File: src/hw/arcade_pkg.sv
package arcade_pkg;

	typedef logic [5:0] player_t;   // Fire B, fire A, up, down, left, right
	typedef logic [3:0] system_t;   // Coin 2, coin 1, start 2, start 1
	typedef logic [7:0] joy_t;      // Board joystick word
	typedef logic [7:0] key_code_t;
	typedef logic [6:0] hwsel_t;
	typedef logic [1:0] orient_t;   // Bit 0 vertical, bit 1 clockwise

	// Bit positions in player_t
	localparam int P_RIGHT  = 0;
	localparam int P_LEFT   = 1;
	localparam int P_DOWN   = 2;
	localparam int P_UP     = 3;
	localparam int P_FIRE_A = 4;
	localparam int P_FIRE_B = 5;

	// Bit positions in system_t
	localparam int S_START1 = 0;
	localparam int S_START2 = 1;
	localparam int S_COIN1  = 2;
	localparam int S_COIN2  = 3;

	// Buttons in joy_t above the player field
	localparam int J_START = 6;
	localparam int J_COIN  = 7;

	// Player 1 keys
	localparam key_code_t KC_UP    = 8'h75;
	localparam key_code_t KC_DOWN  = 8'h72;
	localparam key_code_t KC_LEFT  = 8'h6B;
	localparam key_code_t KC_RIGHT = 8'h74;
	localparam key_code_t KC_CTRL  = 8'h14;
	localparam key_code_t KC_ALT   = 8'h11;

	// Player 2 keys
	localparam key_code_t KC_R = 8'h2D;
	localparam key_code_t KC_F = 8'h2B;
	localparam key_code_t KC_D = 8'h23;
	localparam key_code_t KC_G = 8'h34;
	localparam key_code_t KC_A = 8'h1C;
	localparam key_code_t KC_S = 8'h1B;

	// System keys
	localparam key_code_t KC_1 = 8'h16;
	localparam key_code_t KC_2 = 8'h1E;
	localparam key_code_t KC_5 = 8'h2E;
	localparam key_code_t KC_6 = 8'h36;

	localparam hwsel_t HW_BATTROAD = 7'h06;
	localparam hwsel_t HW_YOUJYUDN = 7'h0B;

	localparam orient_t ORIENT_NORMAL = 2'b10;
	localparam orient_t ORIENT_CW     = 2'b11;
	localparam orient_t ORIENT_CCW    = 2'b01;

endpackage

File: src/hw/arcade_ctrl_top.sv
`timescale 1ns/10ps

module arcade_ctrl_top #(
	parameter int COIN_HOLD = 4
) (
	input  logic                  clk_sys,
	input  logic                  rst_n,
	input  logic                  key_strobe,
	input  logic                  key_pressed,
	input  arcade_pkg::key_code_t key_code,
	input  arcade_pkg::joy_t      joystick_0,
	input  arcade_pkg::joy_t      joystick_1,
	input  logic                  joyswap,
	input  logic                  oneplayer,
	input  logic                  rotate,
	input  arcade_pkg::hwsel_t    hwsel,
	output arcade_pkg::player_t   player1,
	output arcade_pkg::player_t   player2,
	output arcade_pkg::system_t   controls
);

	arcade_pkg::player_t kb_player1;
	arcade_pkg::player_t kb_player2;
	arcade_pkg::system_t kb_system;
	arcade_pkg::player_t joy_player1;
	arcade_pkg::player_t joy_player2;
	arcade_pkg::system_t joy_system;

	key_matrix u_key_matrix (
		.clk_sys     (clk_sys),
		.rst_n       (rst_n),
		.key_strobe  (key_strobe),
		.key_pressed (key_pressed),
		.key_code    (key_code),
		.kb_player1  (kb_player1),
		.kb_player2  (kb_player2),
		.kb_system   (kb_system)
	);

	joy_conditioner u_joy_conditioner (
		.clk_sys     (clk_sys),
		.rst_n       (rst_n),
		.joystick_0  (joystick_0),
		.joystick_1  (joystick_1),
		.joyswap     (joyswap),
		.oneplayer   (oneplayer),
		.joy_player1 (joy_player1),
		.joy_player2 (joy_player2),
		.joy_system  (joy_system)
	);

	control_merge #(
		.COIN_HOLD (COIN_HOLD)
	) u_control_merge (
		.clk_sys     (clk_sys),
		.rst_n       (rst_n),
		.hwsel       (hwsel),
		.rotate      (rotate),
		.kb_player1  (kb_player1),
		.kb_player2  (kb_player2),
		.joy_player1 (joy_player1),
		.joy_player2 (joy_player2),
		.kb_system   (kb_system),
		.joy_system  (joy_system),
		.player1     (player1),
		.player2     (player2),
		.controls    (controls)
	);

endmodule

File: src/hw/control_merge.sv
`timescale 1ns/10ps

module control_merge #(
	parameter int COIN_HOLD = 4
) (
	input  logic                clk_sys,
	input  logic                rst_n,
	input  arcade_pkg::hwsel_t  hwsel,
	input  logic                rotate,
	input  arcade_pkg::player_t kb_player1,
	input  arcade_pkg::player_t kb_player2,
	input  arcade_pkg::player_t joy_player1,
	input  arcade_pkg::player_t joy_player2,
	input  arcade_pkg::system_t kb_system,
	input  arcade_pkg::system_t joy_system,
	output arcade_pkg::player_t player1,
	output arcade_pkg::player_t player2,
	output arcade_pkg::system_t controls
);

	localparam int CNT_W = $clog2(COIN_HOLD + 1);

	arcade_pkg::orient_t orientation;
	arcade_pkg::player_t p1_or;
	arcade_pkg::player_t p2_or;
	arcade_pkg::player_t p1_next;
	arcade_pkg::player_t p2_next;
	arcade_pkg::system_t sys_or;
	logic                do_rotate;
	logic [1:0]          coin_in;
	logic [1:0]          coin_prev;
	logic [1:0]          coin_out;
	logic [1:0]          start_q;

	// Only the direction nibble moves
	function automatic arcade_pkg::player_t rotate_dirs(input arcade_pkg::player_t p,
		input logic cw);
		arcade_pkg::player_t r;
		r = p;
		if (cw) begin
			r[arcade_pkg::P_UP]    = p[arcade_pkg::P_LEFT];
			r[arcade_pkg::P_RIGHT] = p[arcade_pkg::P_UP];
			r[arcade_pkg::P_DOWN]  = p[arcade_pkg::P_RIGHT];
			r[arcade_pkg::P_LEFT]  = p[arcade_pkg::P_DOWN];
		end else begin
			r[arcade_pkg::P_LEFT]  = p[arcade_pkg::P_UP];
			r[arcade_pkg::P_UP]    = p[arcade_pkg::P_RIGHT];
			r[arcade_pkg::P_RIGHT] = p[arcade_pkg::P_DOWN];
			r[arcade_pkg::P_DOWN]  = p[arcade_pkg::P_LEFT];
		end
		return r;
	endfunction

	always_comb begin
		case (hwsel)
			arcade_pkg::HW_BATTROAD: orientation = arcade_pkg::ORIENT_CW;
			arcade_pkg::HW_YOUJYUDN: orientation = arcade_pkg::ORIENT_CCW;
			default:                 orientation = arcade_pkg::ORIENT_NORMAL;
		endcase
	end

	assign p1_or     = kb_player1 | joy_player1;
	assign p2_or     = kb_player2 | joy_player2;
	assign sys_or    = kb_system | joy_system;
	assign do_rotate = rotate & orientation[0]; // Vertical games only

	assign p1_next = do_rotate ? rotate_dirs(p1_or, orientation[1]) : p1_or;
	assign p2_next = do_rotate ? rotate_dirs(p2_or, orientation[1]) : p2_or;

	assign coin_in = {sys_or[arcade_pkg::S_COIN2], sys_or[arcade_pkg::S_COIN1]};

	// One stretcher per coin slot
	for (genvar i = 0; i < 2; i++) begin : g_coin
		logic [CNT_W-1:0] cnt;
		logic [CNT_W-1:0] cnt_next;

		always_comb begin
			cnt_next = cnt;
			if (cnt != '0) begin
				cnt_next = cnt - 1'b1;
			end else if (coin_in[i] && !coin_prev[i]) begin
				cnt_next = CNT_W'(COIN_HOLD); // Presses inside a pulse are dropped
			end
		end

		always_ff @(posedge clk_sys or negedge rst_n) begin
			if (!rst_n) begin
				cnt         <= '0;
				coin_prev[i] <= 1'b0;
				coin_out[i]  <= 1'b0;
			end else begin
				cnt         <= cnt_next;
				coin_prev[i] <= coin_in[i];
				coin_out[i]  <= (cnt_next != '0);
			end
		end
	end

	always_ff @(posedge clk_sys or negedge rst_n) begin
		if (!rst_n) begin
			player1 <= '0;
			player2 <= '0;
			start_q <= '0;
		end else begin
			player1 <= p1_next;
			player2 <= p2_next;
			start_q <= {sys_or[arcade_pkg::S_START2], sys_or[arcade_pkg::S_START1]};
		end
	end

	assign controls = {coin_out[1], coin_out[0], start_q}; // Coin 2, coin 1, start 2, start 1

endmodule

File: src/hw/joy_conditioner.sv
`timescale 1ns/10ps

module joy_conditioner (
	input  logic                clk_sys,
	input  logic                rst_n,
	input  arcade_pkg::joy_t    joystick_0,
	input  arcade_pkg::joy_t    joystick_1,
	input  logic                joyswap,
	input  logic                oneplayer,
	output arcade_pkg::player_t joy_player1,
	output arcade_pkg::player_t joy_player2,
	output arcade_pkg::system_t joy_system
);

	arcade_pkg::joy_t    joy_a;
	arcade_pkg::joy_t    joy_b;
	arcade_pkg::player_t p1_next;
	arcade_pkg::player_t p2_next;
	arcade_pkg::system_t sys_next;

	assign joy_a = joyswap ? joystick_1 : joystick_0; // A feeds player 1
	assign joy_b = joyswap ? joystick_0 : joystick_1;

	always_comb begin
		p1_next  = joy_a[5:0];
		p2_next  = joy_b[5:0];
		sys_next = '0;
		sys_next[arcade_pkg::S_START1] = joy_a[arcade_pkg::J_START];
		sys_next[arcade_pkg::S_COIN1]  = joy_a[arcade_pkg::J_COIN];
		sys_next[arcade_pkg::S_START2] = joy_b[arcade_pkg::J_START];
		sys_next[arcade_pkg::S_COIN2]  = joy_b[arcade_pkg::J_COIN];
		if (oneplayer) begin
			// Either stick plays player 1
			p1_next = joy_a[5:0] | joy_b[5:0];
			p2_next = '0;
			sys_next[arcade_pkg::S_START1] = joy_a[arcade_pkg::J_START] |
				joy_b[arcade_pkg::J_START];
			sys_next[arcade_pkg::S_COIN1] = joy_a[arcade_pkg::J_COIN] |
				joy_b[arcade_pkg::J_COIN];
		end
	end

	always_ff @(posedge clk_sys or negedge rst_n) begin
		if (!rst_n) begin
			joy_player1 <= '0;
			joy_player2 <= '0;
			joy_system  <= '0;
		end else begin
			joy_player1 <= p1_next;
			joy_player2 <= p2_next;
			joy_system  <= sys_next;
		end
	end

endmodule

File: src/hw/key_matrix.sv
`timescale 1ns/10ps

module key_matrix (
	input  logic                  clk_sys,
	input  logic                  rst_n,
	input  logic                  key_strobe,
	input  logic                  key_pressed,
	input  arcade_pkg::key_code_t key_code,
	output arcade_pkg::player_t   kb_player1,
	output arcade_pkg::player_t   kb_player2,
	output arcade_pkg::system_t   kb_system
);

	// Held-key state lives directly in the output vectors
	always_ff @(posedge clk_sys or negedge rst_n) begin
		if (!rst_n) begin
			kb_player1 <= '0;
			kb_player2 <= '0;
			kb_system  <= '0;
		end else if (key_strobe) begin
			case (key_code)
				arcade_pkg::KC_UP: begin
					kb_player1[arcade_pkg::P_UP] <= key_pressed;
				end
				arcade_pkg::KC_DOWN: begin
					kb_player1[arcade_pkg::P_DOWN] <= key_pressed;
				end
				arcade_pkg::KC_LEFT: begin
					kb_player1[arcade_pkg::P_LEFT] <= key_pressed;
				end
				arcade_pkg::KC_RIGHT: begin
					kb_player1[arcade_pkg::P_RIGHT] <= key_pressed;
				end
				arcade_pkg::KC_CTRL: begin
					kb_player1[arcade_pkg::P_FIRE_A] <= key_pressed;
				end
				arcade_pkg::KC_ALT: begin
					kb_player1[arcade_pkg::P_FIRE_B] <= key_pressed;
				end
				arcade_pkg::KC_R: begin
					kb_player2[arcade_pkg::P_UP] <= key_pressed;
				end
				arcade_pkg::KC_F: begin
					kb_player2[arcade_pkg::P_DOWN] <= key_pressed;
				end
				arcade_pkg::KC_D: begin
					kb_player2[arcade_pkg::P_LEFT] <= key_pressed;
				end
				arcade_pkg::KC_G: begin
					kb_player2[arcade_pkg::P_RIGHT] <= key_pressed;
				end
				arcade_pkg::KC_A: begin
					kb_player2[arcade_pkg::P_FIRE_A] <= key_pressed;
				end
				arcade_pkg::KC_S: begin
					kb_player2[arcade_pkg::P_FIRE_B] <= key_pressed;
				end
				arcade_pkg::KC_1: begin
					kb_system[arcade_pkg::S_START1] <= key_pressed;
				end
				arcade_pkg::KC_2: begin
					kb_system[arcade_pkg::S_START2] <= key_pressed;
				end
				arcade_pkg::KC_5: begin
					kb_system[arcade_pkg::S_COIN1] <= key_pressed;
				end
				arcade_pkg::KC_6: begin
					kb_system[arcade_pkg::S_COIN2] <= key_pressed;
				end
				default: begin
					// Unmapped code leaves held state untouched
				end
			endcase
		end
	end

endmodule

File: config.mk
export PLATFORM = sky130hd
export DESIGN_NAME = arcade_ctrl_top
export DESIGN_NICKNAME = d
export VERILOG_FILES = /design/src/hw/arcade_pkg.sv /design/src/hw/arcade_ctrl_top.sv /design/src/hw/control_merge.sv /design/src/hw/joy_conditioner.sv /design/src/hw/key_matrix.sv
export SDC_FILE = /design/constraint.sdc
export NUM_CORES = 1
export LEC_CHECK = 0
export BUFFER_PORTS_ARGS = -buffer_cell sky130_fd_sc_hd__buf_2
export CORE_ASPECT_RATIO = 2
export CORE_MARGIN = 2
export CORE_UTILIZATION = 47
export CTS_CLUSTER_DIAMETER = 100
export CTS_CLUSTER_SIZE = 12
export DETAILED_ROUTE_END_ITERATION = 16
export HOLD_SLACK_MARGIN = 0.05
export PLACE_DENSITY = 0.67
export SYNTH_ARGS = -nofsm -noshare
export SYNTH_HDL_FRONTEND = slang
export SYNTH_SLANG_ARGS = --single-unit
File: constraint.sdc
create_clock -name clk_sys -period 3.4 [get_ports clk_sys]
set_input_delay 0 -clock clk_sys [delete_from_list [all_inputs] [get_ports clk_sys]]
set_output_delay 0 -clock clk_sys [all_outputs]
set_load 0.01 [all_outputs]
==> impl_metrics.yaml <==
outcome:
  status: "completed"
finish:
  diodes: 0
  nNetsFinal: 349
  postLayoutCoreUtil_pct: 61.3
  fin_area_mm2: 0.00332
  drive_above_1_share_pct: 30.8
  fill_cells: 475
  final-seq-area_mm2: 0.00140
  area.growth.synth_to_final_pct: 26.8
  multi_input_area_mm2: 0.00117
worst_setup_path:
  cp.arrival_ps: 1900
  cp-start-kind: "input pin"
  crit_required_ps: 3600
  cp_num_buf_inv: 4
  criticalPathCategory: "in2reg"
  cpPeakStageDelay_ps: 550
  path_common_cell: "dlygate4sd3_1"
  slowest_stage: "dlygate4sd3_1"
  cp_max_fo: 3
  path_cells: "dlygate4sd3_1, buf_2, a21oi_1, dlygate4sd3_1, nor2_1, dlygate4sd3_1"
  critPathTopFamily: "buffers and inverters"
  endpoint_kind: "flop"
global_routing:
  grt_start_max_net_pins: 57
  grt_usage_pct: 18.2
  grt_pass1_wl_um: 8710
  grt_pass1_vias: 1990
  antenna_found_initial: 0
  overflow: 0
routing:
  ant_nets: 0
  routedWlPerCell_um: 14.2
  vias_per_cell: 5.26
  first_pass_iters: 4
  drtIter0Drc: 41
  drt-total-wl_um: 5220
  drc: 0
  vias: 1937
place:
  gp_congestion: 0.807
  dp_hpwl_um: 3660
  port-buffer-count: 53
  place_area_mm2: 0.00295
  dp_slack_ps: 2020
logic_synthesis:
  synth-async-reset-ratio_pct: 100
  syn_inst: 224
  syn_nets: 266
  ys.flop_type: "dfrtp_1"
  syn_avg_cell_area_um2: 11.7
  synth.distinct_cells: 34
  synth_edf_count: 0
  syn-cell-area_mm2: 0.00262
  yosysSeqAreaShare_pct: 53.5
  ys_seq_elements: 56
  yosysWarnings: 0
floorplanning:
  dieHeight_um: 110
  dieArea_mm2: 0.00623
  io-pin-count: 54
  core-area_mm2: 0.00542
  start_util_pct: 48.4
  die_w_um: 56.8
  num_rows: 38
cts:
  insertion_delay_ps: 310
  cts.sinks: 56
  cts_root_buf: "clkbuf_8"
  cts_tree: "done"
  post-cts-setup-buffers: 0
  htreeDepth: 2
  cts_made_buffers: 5
  clk_pin_slew_ps: 90
  clock_path_buffers: 2
power_and_ir_drop:
  swShare_pct: 28.0
  power.density_mw_per_mm2: 488
  p_int_w: 0.00117
  pwr-share-clk_pct: 26.4
  peakVddDrop_mv: 0.547
  seqPwrFrac_pct: 49.3
  switching_power_w: 0.000454
  leakage_nw: 1.56
  finalPower_w: 0.00162
  p_comb_share_pct: 24.3
timing:
  report.final.hold_viol_count: 0
  setup-tns-final_ps: 0
  setup_violations: 0
  max_freq_mhz: 587
  skew_ps: 4.72
  rsz0062_at_grt: "no"
  finalCriticalPeriod_ps: 1700
  finalCritPeriodShare_pct: 50.1
  slew_viol_final: 0
  relSlewSlack_pct: 55.1
  setup_slack_ps: 1700
  tightest_slew_ps: 673
worst_hold_path:
  hold_class: "in2reg"
job:
  timing.max_cap.violations: 0
path summary, 6_finish.rpt:
kind	start	endpoint	slack [ps]	depth (start not counted)
max in group asynchronous	rst_n	u_joy_conditioner.joy_system[0]	2610	3
setup reg to reg	u_control_merge.g_coin[1].cnt[0]	u_control_merge.controls[3]	1990	5
setup / recovery	joystick_0[4]	u_joy_conditioner.joy_player1[4]	1700	6
hold reg to reg	u_joy_conditioner.joy_system[1]	u_control_merge.start_q[1]	440	1
min in group asynchronous	rst_n	u_control_merge.player1[0]	340	3
hold / removal	oneplayer	u_joy_conditioner.joy_player2[4]	70	2
through the flow:
step                      instances  hold WS, ps
after floorplan                 224         -296
after global placement          333          168
after detailed placement        333          176
after CTS                       368         52.1
after global routing            368         66.2
final                           368         67.6
worst reg2reg max path, cell delays in order, from the launching register on:
cell	delay, ps
dfrtp_1	420
inv_1	110
ha_1	190
mux2_2	340
mux2i_1	170
a21o_1	110
Yosys cell counts (7+ instances only):
master	instances	share of area, %
dfrtp_1	56	53
inv_1	8	1.1
mux2_1	14	6.0
mux2_2	21	9.0
mux2i_1	8	3.1
nor2_1	21	3.0
nor3_1	7	1.3
o21ai_0	11	2.1
o21ai_1	8	1.5
o22a_1	7	2.3
or2_2	8	1.9
layout make-up:
class / count / area share, %
repair buffers: 81 / 16.3
inverters: 8 / 0.903
clock inverters: 2 / 1.05
well taps: 60 / 2.26
clock buffers: 6 / 2.18
multi-input cells: 155 / 35.1
flip-flops and latches: 56 / 42.2
cells by family (layout without fill, tap and decap cells):
logic type,count (synthesis),after routing,share of synthesized area [%]
simple gates,71,71,15.7
flops,56,56,53.5
mux,43,43,18.1
compound gates,37,37,8.88
buf+inv,13,97,2.00
fa+ha+maj,4,4,1.91
cells in the final DEF (no fill, tap or decap), drive strengths merged:
master       count
dlygate4sd3     27
and4bb           1
and3b            1
nand4            2
nor4             2
o22a             7
inv              8
o211ai           1
clkbuf           6
nor3             7
and3             1
o21ai           20
bufinv           1
or2              9
ha               4
nor3b            2
nand3b           2
buf             54
nor4b            2
nand2            5
dfrtp           56
clkinv           1
a21oi            5
mux2i            8
nand2b           6
mux2            35
a21o             2
o21bai           2
nor2            21
nor2b            4
nand3            6
layer usage:
layer	vias up	share of wire [%]	GRT usage [%]
met5	-	0	0
met4	0	1.9	8.31
met3	6	3.5	3.65
met2	44	55	33.1
met1	935	39	20.3
li1	952	-	-
power groups by stage:
stage	clock (W)	combinational (W)	sequential [W]
after floorplan	0	0.000241	0.000812
after global placement	0	0.000350	0.000810
after detailed placement	0	0.000367	0.000813
after CTS	0.000441	0.000397	0.000800
after global routing	0.000466	0.000442	0.000812
final	0.000428	0.000393	0.000800
registers in the layout, indices dropped and copies added, names as in the netlist:
register / flops
u_joy_conditioner.joy_system: 4
u_control_merge.player1: 6
u_control_merge.player2: 6
u_joy_conditioner.joy_player2: 6
u_control_merge.start_q: 2
u_joy_conditioner.joy_player1: 6
u_control_merge.controls: 2
u_control_merge.g_coin.cnt: 6
u_key_matrix.kb_player2: 6
u_key_matrix.kb_player1: 6
u_key_matrix.kb_system: 4
u_control_merge.coin_prev: 2
timing repair:
action,in CTS,in global routing
gates resized for setup,0,0
hold buffers,27,0
endpoints found under the hold margin,72,0
Power figures use the tool's default switching activity.
